## src/include/s18_config.svh

```systemverilog
// Memory map constants for the System 18 style address decoder
// Base bytes and masks compare against word address bits 23:16
// I/O offsets are decoded from word address bits 4:1
`ifndef S18_CONFIG_SVH
`define S18_CONFIG_SVH

// Number of programmable regions
`define S18_REGIONS 8

// Reset values of the base bytes
`define S18_BASE0 8'h00
`define S18_BASE1 8'h08
`define S18_BASE2 8'h10
`define S18_BASE3 8'hff
`define S18_BASE4 8'h40
`define S18_BASE5 8'h44
`define S18_BASE6 8'h84
`define S18_BASE7 8'hc4

// Compare masks, ROM regions 512 kB, VRAM 128 kB, others 64 kB
`define S18_MASK0 8'hf8
`define S18_MASK1 8'hf8
`define S18_MASK2 8'hf8
`define S18_MASK3 8'hff
`define S18_MASK4 8'hfe
`define S18_MASK5 8'hff
`define S18_MASK6 8'hff
`define S18_MASK7 8'hff

// Region indices, 0 to 2 are ROM
`define S18_REG_RAM  3
`define S18_REG_VRAM 4
`define S18_REG_ORAM 5
`define S18_REG_PAL  6
`define S18_REG_IO   7

// I/O read offsets
`define S18_IO_P1   4'd0
`define S18_IO_P2   4'd1
`define S18_IO_SYS  4'd2
`define S18_IO_DSWA 4'd3
`define S18_IO_DSWB 4'd4

// I/O write offsets
`define S18_IO_CTRL     4'd8
`define S18_IO_TBANK_LO 4'd9
`define S18_IO_TBANK_HI 4'd10

`endif

```

## src/hw/s18_pkg.sv

```systemverilog
// Shared bus types for the System 18 decode logic
// Addresses are 68000 word addresses, bit 0 is never present
`default_nettype none

package s18_pkg;

    // Word address as seen on the bus pins
    typedef logic [23:1] bus_addr_t;

    // Data bus word
    typedef logic [15:0] word_t;

    // Register byte or cabinet input byte
    typedef logic [7:0] byte_t;

    // Index of one of the eight regions
    typedef logic [2:0] region_t;

    // One-hot region hit, bit n for region n
    typedef logic [7:0] active_t;

    // Chip-select FSM
    // SELECT waits for a chip select to register
    // HOLD keeps it until the address strobe rises
    typedef enum logic [1:0] {
        IDLE,
        SELECT,
        HOLD
    } bus_state_t;

endpackage

`default_nettype wire

```

## src/hw/s18_mapper.sv

```systemverilog
// Programmable region mapper with eight base registers
// Lowest matching region wins, unmatched accesses go to the mapper registers
// Only the low byte of a mapper write is stored
`timescale 1ns/1ps
`default_nettype none
`include "s18_config.svh"

module s18_mapper (
    input  wire logic              clk,
    input  wire logic              rst,
    input  wire s18_pkg::bus_addr_t addr,
    input  wire s18_pkg::word_t    cpu_dout,
    input  wire logic              ldsn,
    input  wire logic              rnw,
    input  wire logic              map_cs,
    output s18_pkg::active_t       active,
    output logic                   none,
    output s18_pkg::word_t         mapper_dout
);
    import s18_pkg::*;

    // Reset values and compare masks per region
    localparam byte_t base_def [`S18_REGIONS] = '{
        `S18_BASE0, `S18_BASE1, `S18_BASE2, `S18_BASE3,
        `S18_BASE4, `S18_BASE5, `S18_BASE6, `S18_BASE7
    };
    localparam byte_t mask_def [`S18_REGIONS] = '{
        `S18_MASK0, `S18_MASK1, `S18_MASK2, `S18_MASK3,
        `S18_MASK4, `S18_MASK5, `S18_MASK6, `S18_MASK7
    };

    byte_t   base [`S18_REGIONS];
    active_t hit;
    region_t reg_idx;
    logic    map_we;

    // Register index in mapper space
    assign reg_idx = addr[3:1];

    // Low byte write while selected
    assign map_we = map_cs && !rnw && !ldsn;

    // Masked compare of the upper address byte
    always_comb begin
        for (int i = 0; i < `S18_REGIONS; i++) begin
            hit[i] = ((addr[23:16] ^ base[i]) & mask_def[i]) == 8'h00;
        end
    end

    // Priority scan, first hit from region 0 up blocks the rest
    always_comb begin
        logic found;
        found  = 1'b0;
        active = '0;
        for (int i = 0; i < `S18_REGIONS; i++) begin
            active[i] = hit[i] && !found;
            found     = found || hit[i];
        end
    end

    assign none = ~|hit;

    // Base registers
    always_ff @(posedge clk or posedge rst) begin
        if (rst) begin
            for (int i = 0; i < `S18_REGIONS; i++) begin
                base[i] <= base_def[i];
            end
        end else if (map_we) begin
            base[reg_idx] <= cpu_dout[7:0];
        end
    end

    // Upper byte reads as all ones
    assign mapper_dout = {8'hff, base[reg_idx]};

    // At most one region reported per access
    a_active_onehot : assert property (
        @(posedge clk) disable iff (rst)
        $onehot0(active)
    ) else $error("mapper active vector not one-hot");

endmodule

`default_nettype wire

```

## src/hw/s18_chipsel.sv

```systemverilog
// Registered chip selects for the System 18 memory map
// ROM and RAM completion follows rom_ok and ram_ok through sdram_ok
// A ROM write never selects anything and waits forever
`timescale 1ns/1ps
`default_nettype none
`include "s18_config.svh"

module s18_chipsel (
    input  wire logic              clk,
    input  wire logic              rst,
    input  wire s18_pkg::bus_addr_t addr,
    input  wire logic              asn,
    input  wire logic              udsn,
    input  wire logic              ldsn,
    input  wire logic              rnw,
    input  wire s18_pkg::active_t  active,
    input  wire logic              none,
    input  wire logic              rom_ok,
    input  wire logic              ram_ok,
    output logic                   rom_cs,
    output logic                   ram_cs,
    output logic                   vram_cs,
    output logic                   char_cs,
    output logic                   objram_cs,
    output logic                   pal_cs,
    output logic                   io_cs,
    output logic                   map_cs,
    output logic                   ready
);
    import s18_pkg::*;

    bus_state_t state;
    logic       bus_low;
    logic       access;
    logic       load_en;
    logic       any_cs;
    logic       fast_cs;
    logic       slow_cs;
    logic       sdram_ok;
    logic [7:0] cs_vec;
    logic [7:0] dec_vec;

    // Either data strobe active
    assign bus_low = !(udsn && ldsn);
    // Reads may start before the data strobes fall
    assign access  = !asn && (bus_low || rnw);

    // Decoded selects, same bit order as cs_vec
    // VRAM region splits by address bit 16
    assign dec_vec = {
        |active[2:0] && rnw,
        active[`S18_REG_RAM] && bus_low,
        active[`S18_REG_VRAM] && !addr[16] && bus_low,
        active[`S18_REG_VRAM] && addr[16],
        active[`S18_REG_ORAM],
        active[`S18_REG_PAL],
        active[`S18_REG_IO],
        none
    };

    assign cs_vec = {rom_cs, ram_cs, vram_cs, char_cs, objram_cs, pal_cs, io_cs, map_cs};
    assign any_cs = |cs_vec;

    // Latch on access start, or retry while a RAM select waits for a strobe
    assign load_en = access && ((state == IDLE) || (state == SELECT && !any_cs));

    always_ff @(posedge clk or posedge rst) begin
        if (rst) begin
            state <= IDLE;
        end else begin
            case (state)
                IDLE: begin
                    if (access) begin
                        state <= SELECT;
                    end
                end
                SELECT: begin
                    if (asn) begin
                        state <= IDLE;
                    end else if (any_cs) begin
                        state <= HOLD;
                    end
                end
                HOLD: begin
                    if (asn) begin
                        state <= IDLE;
                    end
                end
                default: state <= IDLE;
            endcase
        end
    end

    // Chip select registers
    always_ff @(posedge clk or posedge rst) begin
        if (rst) begin
            {rom_cs, ram_cs, vram_cs, char_cs, objram_cs, pal_cs, io_cs, map_cs} <= '0;
        end else if (asn) begin
            {rom_cs, ram_cs, vram_cs, char_cs, objram_cs, pal_cs, io_cs, map_cs} <= '0;
        end else if (load_en) begin
            {rom_cs, ram_cs, vram_cs, char_cs, objram_cs, pal_cs, io_cs, map_cs} <= dec_vec;
        end
    end

    // Internal memories answer at once
    assign fast_cs = char_cs || objram_cs || pal_cs || io_cs || map_cs;
    assign slow_cs = rom_cs || ram_cs || vram_cs;

    // Sticky until the access ends
    always_ff @(posedge clk or posedge rst) begin
        if (rst) begin
            sdram_ok <= 1'b0;
            ready    <= 1'b0;
        end else if (asn) begin
            sdram_ok <= 1'b0;
            ready    <= 1'b0;
        end else begin
            if ((rom_cs && rom_ok) || ((ram_cs || vram_cs) && ram_ok)) begin
                sdram_ok <= 1'b1;
            end
            ready <= fast_cs || (slow_cs && sdram_ok);
        end
    end

    a_cs_onehot : assert property (
        @(posedge clk) disable iff (rst)
        $onehot0(cs_vec)
    ) else $error("more than one chip select active");

    // A select lives only while the FSM tracks an access with asn low
    a_cs_in_access : assert property (
        @(posedge clk) disable iff (rst)
        any_cs |-> ((state != IDLE) && !$past(asn))
    ) else $error("chip select active outside an access");

endmodule

`default_nettype wire

```

## src/hw/s18_cabinet.sv

```systemverilog
// Cabinet inputs and video control registers in the I/O region
// Only players 1 and 2 are decoded, other offsets read FF
// Writes use the low data byte only
`timescale 1ns/1ps
`default_nettype none
`include "s18_config.svh"

module s18_cabinet (
    input  wire logic              clk,
    input  wire logic              rst,
    input  wire s18_pkg::bus_addr_t addr,
    input  wire s18_pkg::word_t    cpu_dout,
    input  wire logic              ldswn,
    input  wire logic              io_cs,
    input  wire s18_pkg::byte_t    joystick1,
    input  wire s18_pkg::byte_t    joystick2,
    input  wire logic [3:0]        coin,
    input  wire logic [1:0]        cab_1p,
    input  wire logic              service,
    input  wire logic              dip_test,
    input  wire s18_pkg::byte_t    dipsw_a,
    input  wire s18_pkg::byte_t    dipsw_b,
    output s18_pkg::byte_t         cab_dout,
    output logic                   flip,
    output logic                   video_en,
    output logic [5:0]             tile_bank
);
    import s18_pkg::*;

    byte_t sys_byte;
    logic  io_we;

    // Coins on top, test switch in bit 0
    assign sys_byte = {coin, cab_1p, service, dip_test};

    // Read port select
    always_comb begin
        case (addr[4:1])
            `S18_IO_P1:   cab_dout = joystick1;
            `S18_IO_P2:   cab_dout = joystick2;
            `S18_IO_SYS:  cab_dout = sys_byte;
            `S18_IO_DSWA: cab_dout = dipsw_a;
            `S18_IO_DSWB: cab_dout = dipsw_b;
            default:      cab_dout = 8'hff;
        endcase
    end

    assign io_we = io_cs && !ldswn;

    // Control and tile bank registers
    always_ff @(posedge clk or posedge rst) begin
        if (rst) begin
            flip      <= 1'b0;
            video_en  <= 1'b0;
            tile_bank <= 6'd0;
        end else if (io_we) begin
            case (addr[4:1])
                `S18_IO_CTRL: begin
                    flip     <= cpu_dout[0];
                    video_en <= cpu_dout[1];
                end
                // Each half is 3 bits wide
                `S18_IO_TBANK_LO: tile_bank[2:0] <= cpu_dout[2:0];
                `S18_IO_TBANK_HI: tile_bank[5:3] <= cpu_dout[2:0];
                default: ;
            endcase
        end
    end

endmodule

`default_nettype wire

```

## src/hw/s18_main.sv

```systemverilog
// Top level of the System 18 bus decode, the CPU is external
// Read data and DTACK are registered, fast regions acknowledge in 2 cycles
// ROM and RAM acknowledge after their ok inputs
`timescale 1ns/1ps
`default_nettype none

module s18_main (
    input  wire logic              clk,
    input  wire logic              rst,
    // 68000 style bus
    input  wire s18_pkg::bus_addr_t addr,
    input  wire s18_pkg::word_t    cpu_dout,
    input  wire logic              asn,
    input  wire logic              udsn,
    input  wire logic              ldsn,
    input  wire logic              rnw,
    output s18_pkg::word_t         cpu_din,
    output logic                   dtackn,
    output logic                   udswn,
    output logic                   ldswn,
    // ROM port
    output logic                   rom_cs,
    output logic [18:1]            rom_addr,
    input  wire s18_pkg::word_t    rom_data,
    input  wire logic              rom_ok,
    // Work RAM and VRAM port
    output logic                   ram_cs,
    output logic                   vram_cs,
    input  wire s18_pkg::word_t    ram_data,
    input  wire logic              ram_ok,
    // Video memories
    output logic                   char_cs,
    output logic                   pal_cs,
    output logic                   objram_cs,
    input  wire s18_pkg::word_t    char_dout,
    input  wire s18_pkg::word_t    pal_dout,
    input  wire s18_pkg::word_t    obj_dout,
    // Cabinet
    input  wire s18_pkg::byte_t    joystick1,
    input  wire s18_pkg::byte_t    joystick2,
    input  wire logic [3:0]        coin,
    input  wire logic [1:0]        cab_1p,
    input  wire logic              service,
    input  wire logic              dip_test,
    input  wire s18_pkg::byte_t    dipsw_a,
    input  wire s18_pkg::byte_t    dipsw_b,
    output logic                   flip,
    output logic                   video_en,
    output logic [5:0]             tile_bank
);
    import s18_pkg::*;

    active_t active;
    word_t   mapper_dout;
    byte_t   cab_dout;
    logic    none;
    logic    io_cs;
    logic    map_cs;
    logic    ready;

    // Write strobes
    assign udswn = rnw | udsn;
    assign ldswn = rnw | ldsn;

    // ROM word address, 512 kB per ROM region
    assign rom_addr = addr[18:1];

    s18_mapper u_mapper (
        .clk         (clk),
        .rst         (rst),
        .addr        (addr),
        .cpu_dout    (cpu_dout),
        .ldsn        (ldsn),
        .rnw         (rnw),
        .map_cs      (map_cs),
        .active      (active),
        .none        (none),
        .mapper_dout (mapper_dout)
    );

    s18_chipsel u_chipsel (
        .clk       (clk),
        .rst       (rst),
        .addr      (addr),
        .asn       (asn),
        .udsn      (udsn),
        .ldsn      (ldsn),
        .rnw       (rnw),
        .active    (active),
        .none      (none),
        .rom_ok    (rom_ok),
        .ram_ok    (ram_ok),
        .rom_cs    (rom_cs),
        .ram_cs    (ram_cs),
        .vram_cs   (vram_cs),
        .char_cs   (char_cs),
        .objram_cs (objram_cs),
        .pal_cs    (pal_cs),
        .io_cs     (io_cs),
        .map_cs    (map_cs),
        .ready     (ready)
    );

    s18_cabinet u_cabinet (
        .clk       (clk),
        .rst       (rst),
        .addr      (addr),
        .cpu_dout  (cpu_dout),
        .ldswn     (ldswn),
        .io_cs     (io_cs),
        .joystick1 (joystick1),
        .joystick2 (joystick2),
        .coin      (coin),
        .cab_1p    (cab_1p),
        .service   (service),
        .dip_test  (dip_test),
        .dipsw_a   (dipsw_a),
        .dipsw_b   (dipsw_b),
        .cab_dout  (cab_dout),
        .flip      (flip),
        .video_en  (video_en),
        .tile_bank (tile_bank)
    );

    // Read data, fixed priority, sampled every clock
    always_ff @(posedge clk) begin
        if (ram_cs || vram_cs) begin
            cpu_din <= ram_data;
        end else if (rom_cs) begin
            cpu_din <= rom_data;
        end else if (char_cs) begin
            cpu_din <= char_dout;
        end else if (pal_cs) begin
            cpu_din <= pal_dout;
        end else if (objram_cs) begin
            cpu_din <= obj_dout;
        end else if (io_cs) begin
            cpu_din <= {8'hff, cab_dout};
        end else if (map_cs) begin
            cpu_din <= mapper_dout;
        end else begin
            cpu_din <= 16'hffff;
        end
    end

    // DTACK one edge after ready, released with asn
    always_ff @(posedge clk or posedge rst) begin
        if (rst) begin
            dtackn <= 1'b1;
        end else if (asn) begin
            dtackn <= 1'b1;
        end else if (ready) begin
            dtackn <= 1'b0;
        end
    end

    // Acknowledge only inside a live access, selects drop with asn
    a_dtack_cs : assert property (
        @(posedge clk) disable iff (rst)
        !dtackn |-> (rom_cs || ram_cs || vram_cs || char_cs ||
                     pal_cs || objram_cs || io_cs || map_cs)
    ) else $error("dtackn low without an active chip select");

endmodule

`default_nettype wire

```

## config.mk

```make
export PLATFORM = sky130hd
export DESIGN_NAME = s18_main
export DESIGN_NICKNAME = d
export VERILOG_FILES = /design/src/hw/s18_pkg.sv /design/src/hw/s18_mapper.sv /design/src/hw/s18_chipsel.sv /design/src/hw/s18_cabinet.sv /design/src/hw/s18_main.sv
export VERILOG_INCLUDE_DIRS = /design/src /design/src/include
export SDC_FILE = /design/constraint.sdc
export NUM_CORES = 1
export LEC_CHECK = 0
export ABC_AREA = 1
export BUFFER_PORTS_ARGS = -buffer_cell sky130_fd_sc_hd__buf_2
export CORE_MARGIN = 5
export CORE_UTILIZATION = 26
export DETAILED_ROUTE_END_ITERATION = 10
export GPL_TIMING_DRIVEN = 0
export SYNTH_ARGS = -nofsm -noshare
export SYNTH_HDL_FRONTEND = slang
export SYNTH_SLANG_ARGS = --single-unit
```

## constraint.sdc

```tcl
create_clock -name clk -period 3.6 [get_ports clk]
set_clock_uncertainty 0.2 [all_clocks]
set_input_delay 0.36 -clock clk [delete_from_list [all_inputs] [get_ports clk]]
set_output_delay 0.36 -clock clk [all_outputs]
set_load 0.005 [all_outputs]
```

==> results.sh, run 1 <==
export IMPL_synthCells=855
export IMPL_stdcell_area_mm2=0.008023
export IMPL_clockBufferDepth=2
export IMPL_synth_distinct_cells=40
export IMPL_synthXorXnorAreaFrac=0.05717
export IMPL_firstDrtPassIters=5
export IMPL_drive_above_1_share=0.3057
export IMPL_p_int_mw=2.771
export IMPL_synth_common_cells="300 x nand2_1, 71 x o21ai_0, 66 x dfrtp_1, 48 x nor2_1, 43 x nand3_1"
export IMPL_synth_top_area_frac=0.2629
export IMPL_p_sw_frac=0.3510
export IMPL_setup_ws_ns=1.595
export IMPL_hold_viol=0
export IMPL_setup_viol=0
export IMPL_cts_clk_slew_worst_paths_ns=0.08
export IMPL_syn_area_per_cell_um2=7.346
export IMPL_placement_setup_worst_slack_ns=1.394
export IMPL_p_switching_mw=1.499
export IMPL_synth_warnings=0
export IMPL_dieHeight_um=165.4
export IMPL_total_power_mw=4.270
export IMPL_synth_top_cell_by_area="dfrtp_1"
export IMPL_htreeDepth=3
export IMPL_yosysMostFrequentCell="nand2_1"
export IMPL_die_area_mm2=0.02737
export IMPL_vias=6470
export IMPL_clkLatencyLatePin_ns=0.36
export IMPL_arrival_ns=2.10
export IMPL_nets=1225
export IMPL_synth_area_leaders="dfrtp_1 26%, nand2_1 18%, dfstp_2 7.9%"
export IMPL_ioPinCount=218
export IMPL_die_w_um=165.4
export IMPL_synth_mux_area_frac=0
export IMPL_finalCritPeriodShare=0.5569
export IMPL_power_density_mw_per_mm2=532.3
export IMPL_combPwrFrac=0.299
export IMPL_p_leak_nw=3.864
export IMPL_start_kind="register"
export IMPL_outcome="finished, final reports clean"
export IMPL_ys_seq_area_frac=0.3934
export IMPL_synth_top_family_by_area="simple AND/OR/NAND/NOR gates"
export IMPL_clockRootBuffer="clkbuf_16"
export IMPL_cts_made_buffers=9
export IMPL_postCtsSetupBuffers=0
export IMPL_initial_core_util=0.2660
export IMPL_cts_tree="built"
export IMPL_required_ns=3.69
export IMPL_numPortBuffers=189
export IMPL_critPathMaxFanout=3
export IMPL_drtIter0Drc=636
export IMPL_fin_util=0.3398
export IMPL_core_area_mm2=0.02361
export IMPL_placed_area_mm2=0.007656
export IMPL_yosys_area_share_simple=0.3390
export IMPL_grt_pass1_vias=6286
export IMPL_tns_ns=0
export IMPL_pwr_share_seq=0.430
export IMPL_overflow=0
export IMPL_worst_pin_slew_ns=0.7569
export IMPL_ys_ff_latch=101
export IMPL_synthAdderAreaFrac=0
export IMPL_grt_max_degree=72
export IMPL_syn_to_final_growth_pct=27.73
export IMPL_synth_nets=1022
export IMPL_post_drt_wl_per_cell_um=17.75
export IMPL_antenna_found_initial=1
export IMPL_cts_sinks=101
export IMPL_max_freq_mhz=498.8
export IMPL_netlist_area_mm2=0.006281
export IMPL_synth_compound_area_frac=0.1205
export IMPL_diodes=0
export IMPL_path_class="reg -> reg"
export IMPL_final_max_slew_violation_count=0
export IMPL_min_period_ns=2.005
export IMPL_core_rowCount=56
export IMPL_antenna_left=0
export IMPL_peakVddDrop_v=0.0002678
export IMPL_synth_edff_count=0
export IMPL_track_usage=0.1736
export IMPL_hp_class="in -> reg"
export IMPL_hpwl_um=19240
export IMPL_end_kind="register"
export IMPL_cap_violations=0
export IMPL_async_flop_share=0.8416
export IMPL_drc=0
export IMPL_max_slew_margin=0.4954
export IMPL_vias_per_cell=4.682
export IMPL_ys_flop_type="dfrtp_1"
export IMPL_gp_congestion=0.9164
export IMPL_wl_um=24530
export IMPL_grt_setup_unrepaired="no"
export IMPL_clkPwrFrac=0.271
export IMPL_grt_pass1_wl_um=36010
repair_timing:
action / CTS / global route
hold endpoints to repair: 15 / 0
hold buffers: 2 / 0
gates resized for setup: 0 / 0
registers in the layout (all words and copies together) (netlist names):
name and flops:
u_chipsel.rom_cs 1, cpu_din 16, u_chipsel.char_cs 1, u_chipsel.sdram_ok 1
u_chipsel.io_cs 1, u_chipsel.map_cs 1, u_cabinet.flip 1, u_chipsel.ram_cs 1
u_chipsel.ready 1, u_chipsel.state 2, u_cabinet.video_en 1, dtackn 1
u_chipsel.pal_cs 1, u_mapper.base 64, u_cabinet.tile_bank 6, u_chipsel.objram_cs 1
u_chipsel.vram_cs 1
worst paths after layout:
check                           cells after the start                           from  slack [ns]                        endpoint
worst min-delay path                                3                    ram_data[2]        0.02              cpu_din[2]$_DFF_P_
worst max-delay path                                7  u_mapper.base[30]$_DFFE_PP1P_        1.60   u_chipsel.char_cs$_DFFE_PP0P_
worst max register to register                      7  u_mapper.base[30]$_DFFE_PP1P_        1.60   u_chipsel.char_cs$_DFFE_PP0P_
worst min register to register                      1      u_chipsel.ready$_DFF_PP0_        0.21              dtackn$_DFFE_PP1P_
min in group asynchronous                           3                            rst        0.28  u_chipsel.sdram_ok$_DFFE_PP0P_
max in group asynchronous                           4                            rst        2.23   u_mapper.base[33]$_DFFE_PP1P_
stage by stage:
| step | cells | hold slack (ns) |
|---|---|---|
| detailed placement | 1364 | 0.1203 |
| global placement | 1363 | 0.1943 |
| global route | 1382 | 0.01794 |
| CTS | 1382 | 0.01204 |
| finish | 1382 | 0.02072 |
| floorplan | 855 | 0.1771 |
cell families after synthesis:
kind of cell,after synthesis
flops,101
simple gates,472
xor+xnor,41
compound gates,140
buf+inv,101
power groups by stage:
| stage | logic [mW] | registers [mW] | clock network (mW) |
|---|---|---|---|
| after floorplan | 0.875 | 1.75 | 0 |
| after global placement | 1.25 | 1.84 | 0 |
| after detailed placement | 1.28 | 1.85 | 0 |
| after CTS | 1.28 | 1.83 | 1.17 |
| after global routing | 1.46 | 1.88 | 1.21 |
| final | 1.28 | 1.84 | 1.16 |
cell type report:
| cell class | count | area, um^2 |
|---|---|---|
| Tap cell | 319 | 399.1 |
| Timing Repair Buffer | 192 | 993.5 |
| Inverter | 44 | 187.7 |
| Clock inverter | 6 | 117.6 |
| Buffer | 57 | 379.1 |
| Sequential cell | 101 | 2471 |
| Clock buffer | 10 | 229.0 |
| Multi-Input combinational cell | 653 | 3246 |
| Fill cell | 2571 | 15590 |
per-layer routing:
metal	GRT usage	routed length [um]
met2	0.2940	11390
met4	0.05549	482
met5	0	11
met1	0.2195	10180
met3	0.03946	2462
layout by cell type, fill, tap and decap left out, drive strengths merged, types with 18 or more instances in the layout:
cell type	n
clkbuf	22
buf	235
dfstp	19
xnor2	23
nand3	47
nor2	60
nand2	307
xor2	18
nand4	29
dfrtp	66
inv	46
o21ai	92
a21oi	30
critical path, stage by stage (launching register included):
cell and delay, ns:
dfstp_2 0.58, xnor2_1 0.12, nand2_1 0.08, nor4_2 0.51
inv_1 0.08, nor2_1 0.17, nand3_1 0.09, o21ai_1 0.10
Power figures use the tool's default switching activity.
==> run 2: changes to the inputs <==
--- a/config.mk
+++ b/config.mk
@@ -6,7 +6,7 @@
 export SDC_FILE = /design/constraint.sdc
 export NUM_CORES = 1
 export LEC_CHECK = 0
-export ABC_AREA = 1
+export ABC_AREA = 0
 export BUFFER_PORTS_ARGS = -buffer_cell sky130_fd_sc_hd__buf_2
 export CORE_MARGIN = 5
 export CORE_UTILIZATION = 26
==> constraint.sdc (replaced) <==
create_clock -name clk -period 1.8 [get_ports clk]
set_clock_uncertainty 0.2 [all_clocks]
set_input_delay 0.18 -clock clk [delete_from_list [all_inputs] [get_ports clk]]
set_output_delay 0.18 -clock clk [all_outputs]
set_load 0.005 [all_outputs]
==> run 2 against run 1 <==
The run now ends with setup timing left; clock-buffer cell count up 1; global-route usage shrank 0.35 points; sequential share of layout area fell by 2.3 points; critical path type unchanged; critical endpoint is now u_chipsel.pal_cs$_DFFE_PP0P_; largest cell class unchanged; largest power group unchanged.
==> results.sh, run 2 <==
export IMPL_outcome="finished with violations"
export IMPL_violations="setup timing"
export IMPL_die_area_mm2=0.02636
export IMPL_peakVddDrop_v=0.0004930
export IMPL_async_flop_share=0.8416
export IMPL_synthXorXnorAreaFrac=0.07837
export IMPL_hold_ws_ns=0.01090
export IMPL_power_density_mw_per_mm2=946.7
export IMPL_max_slew_margin=0.3429
export IMPL_drive_above_1_share=0.5090
export IMPL_ys_ff_latch=101
export IMPL_synth_compound_area_frac=0.1234
export IMPL_gp_congestion=0.8143
export IMPL_cts_made_buffers=9
export IMPL_fin_util=0.3805
export IMPL_grt_pass1_vias=5788
export IMPL_netlist_area_mm2=0.006035
export IMPL_drc=0
export IMPL_core_rowCount=55
export IMPL_synth_nets=729
export IMPL_post_drt_wl_per_cell_um=20.23
export IMPL_reg_largest_list="u_mapper.base (64), cpu_din (16), u_cabinet.tile_bank (6)"
export IMPL_largest_reg_flops=64
export IMPL_top_register="u_mapper.base"
export IMPL_die_w_um=162.3
export IMPL_ys_flop_type="dfrtp_1"
export IMPL_numPortBuffers=188
export IMPL_final_max_slew_violation_count=0
export IMPL_synth_warnings=0
export IMPL_syn_to_final_growth_pct=43.62
export IMPL_start_kind="register"
export IMPL_end_kind="register"
export IMPL_reg2reg_slack_ns=-0.57
export IMPL_track_usage=0.1701
export IMPL_clkLatencyLatePin_ns=0.36
export IMPL_tns_ns=-6.296
export IMPL_initial_core_util=0.2649
export IMPL_synth_edff_count=0
export IMPL_dieHeight_um=162.3
export IMPL_worst_pin_slew_ns=0.9767
export IMPL_grt_max_degree=40
export IMPL_antenna_left=0
export IMPL_arrival_ns=2.46
export IMPL_vias_per_cell=4.820
export IMPL_max_freq_mhz=422.8
export IMPL_synth_top_area_frac=0.2737
export IMPL_finalCritPeriodShare=1.314
export IMPL_cts_sinks=101
export IMPL_synth_area_leaders="dfrtp_1 27%, mux2_2 14%, dfstp_2 8.3%"
export IMPL_core_area_mm2=0.02278
export IMPL_path_class="reg -> reg"
export IMPL_syn_area_per_cell_um2=10.74
export IMPL_ioPinCount=218
export IMPL_clockBufferDepth=2
export IMPL_final_cell_mix="192 x buf_2, 76 x mux2_2, 64 x dfrtp_1, 55 x dlygate4sd3_1, 36 x buf_4"
export IMPL_hpwl_um=17820
export IMPL_setup_ws_ns=-0.5651
export IMPL_htreeDepth=3
export IMPL_diodes=0
export IMPL_synth_common_cells="76 x mux2_2, 66 x dfrtp_1, 34 x xnor2_1, 32 x o21ai_0, 31 x nand2_1"
export IMPL_p_leak_nw=3.835
export IMPL_vias=5533
export IMPL_cts_clk_slew_worst_paths_ns=0.08
export IMPL_critPathMaxFanout=5
export IMPL_min_period_ns=2.365
export IMPL_hold_viol=0
export IMPL_clockRootBuffer="clkbuf_16"
export IMPL_cts_tree="built"
export IMPL_placement_setup_worst_slack_ns=-1.023
export IMPL_synthCells=562
export IMPL_antenna_found_initial=2
export IMPL_yosys_area_share_simple=0.09392
export IMPL_required_ns=1.90
export IMPL_ys_seq_area_frac=0.4095
export IMPL_nets=997
export IMPL_synthAdderAreaFrac=0
export IMPL_wl_um=23230
export IMPL_cap_violations=0
export IMPL_grt_setup_unrepaired="yes"
export IMPL_synth_mux_area_frac=0.2372
export IMPL_overflow=0
export IMPL_fillers=2246
export IMPL_grt_pass1_wl_um=34280
export IMPL_synth_distinct_cells=53
export IMPL_drtIter0Drc=370
export IMPL_setup_viol=22
export IMPL_final_common_cell="buf_2"
export IMPL_hp_class="in -> reg"
export IMPL_synth_top_family_by_area="multiplexers"
export IMPL_yosysMostFrequentCell="mux2_2"
export IMPL_synth_top_cell_by_area="dfrtp_1"
export IMPL_firstDrtPassIters=5
run 2: changes by cell type in the layout (fill, tap and decap cells not counted), sizes merged, moves of 22 or more:
cell         delta
nand3          -40
nand4          -22
nand2         -276
o21ai          -59
nor2           -36
dlygate4sd3    +53
mux2           +76
inv            -33
run 2: worst paths after layout:
path / endpoint / from / cells after the start
setup reg to reg: u_chipsel.pal_cs$_DFFE_PP0P_ / u_chipsel.char_cs$_DFFE_PP0P_ / 6
min in group asynchronous: u_mapper.base[21]$_DFFE_PP0P_ / rst / 3
max in group asynchronous: u_mapper.base[33]$_DFFE_PP1P_ / rst / 4
hold reg to reg: dtackn$_DFFE_PP1P_ / u_chipsel.ready$_DFF_PP0_ / 2
hold / removal: u_chipsel.state[1]$_DFFE_PP0P_ / asn / 2
setup / recovery: u_chipsel.pal_cs$_DFFE_PP0P_ / u_chipsel.char_cs$_DFFE_PP0P_ / 6
run 2: metrics by stage:
stage               std cells  instance area [um^2]  power (mW)
finish                   1148                  8667       8.205
global route             1148                  8667       8.621
CTS                      1145                  8563       8.178
detailed placement       1065                  7442       5.857
global placement         1063                  7402       5.793
floorplan                 562                  6070       4.967
run 2: timing repair:
| action | CTS | global route |
|---|---|---|
| resized for setup | 61 | 31 |
| cloned | 0 | 0 |
| endpoints found under the setup margin | 99 | 47 |
| hold endpoints to repair | 128 | 0 |
| pin swaps | 8 | 7 |
| hold buffers | 55 | 0 |
| buffers inserted | 12 | 5 |
run 2: layout make-up:
| type | count | area [um^2] | area share |
|---|---|---|---|
| buffer | 54 | 365.4 | 0.04215 |
| clock buffer | 11 | 252.7 | 0.02916 |
| clock inverter | 5 | 41.29 | 0.004764 |
| inverter | 12 | 52.55 | 0.006063 |
| multi-input combinational | 390 | 3431 | 0.3958 |
| sequential | 101 | 2474 | 0.2854 |
| tap | 313 | 391.6 | 0.04519 |
| timing repair buffer | 262 | 1659 | 0.1914 |
run 2: logic make-up after synthesis:
group,after synthesis
AO/OA/AOI/OAI,115
XOR/XNOR,54
buffers and inverters,71
flip-flops,101
multiplexers,111
AND/OR/NAND/NOR,110
run 2: power breakdown:
group	total [mW]	internal [mW]	switching [mW]	leakage, nW
sequential	3.45	2.98	0.470	1.20
clock	2.00	1.03	0.968	0.144
combinational	2.76	1.55	1.20	2.49
total	8.21	5.56	2.64	3.84
run 2: routing by layer:
layer  vias up  global-route usage  routed length [um]
met3        37             0.05340                1671
met1      2685              0.1993                9390
met4         4             0.04575                 628
met2       227              0.3007               11510
met5         -                   0                  27
li1       2580                   -                   -
run 2: worst max-delay path, stage by stage, from the launching register on:
cell	delay, ns
dfrtp_1	0.41
or4_4	0.55
o31a_1	0.29
nor3_4	0.17
o21ai_4	0.11
nor4b_4	0.35
a32o_1	0.22
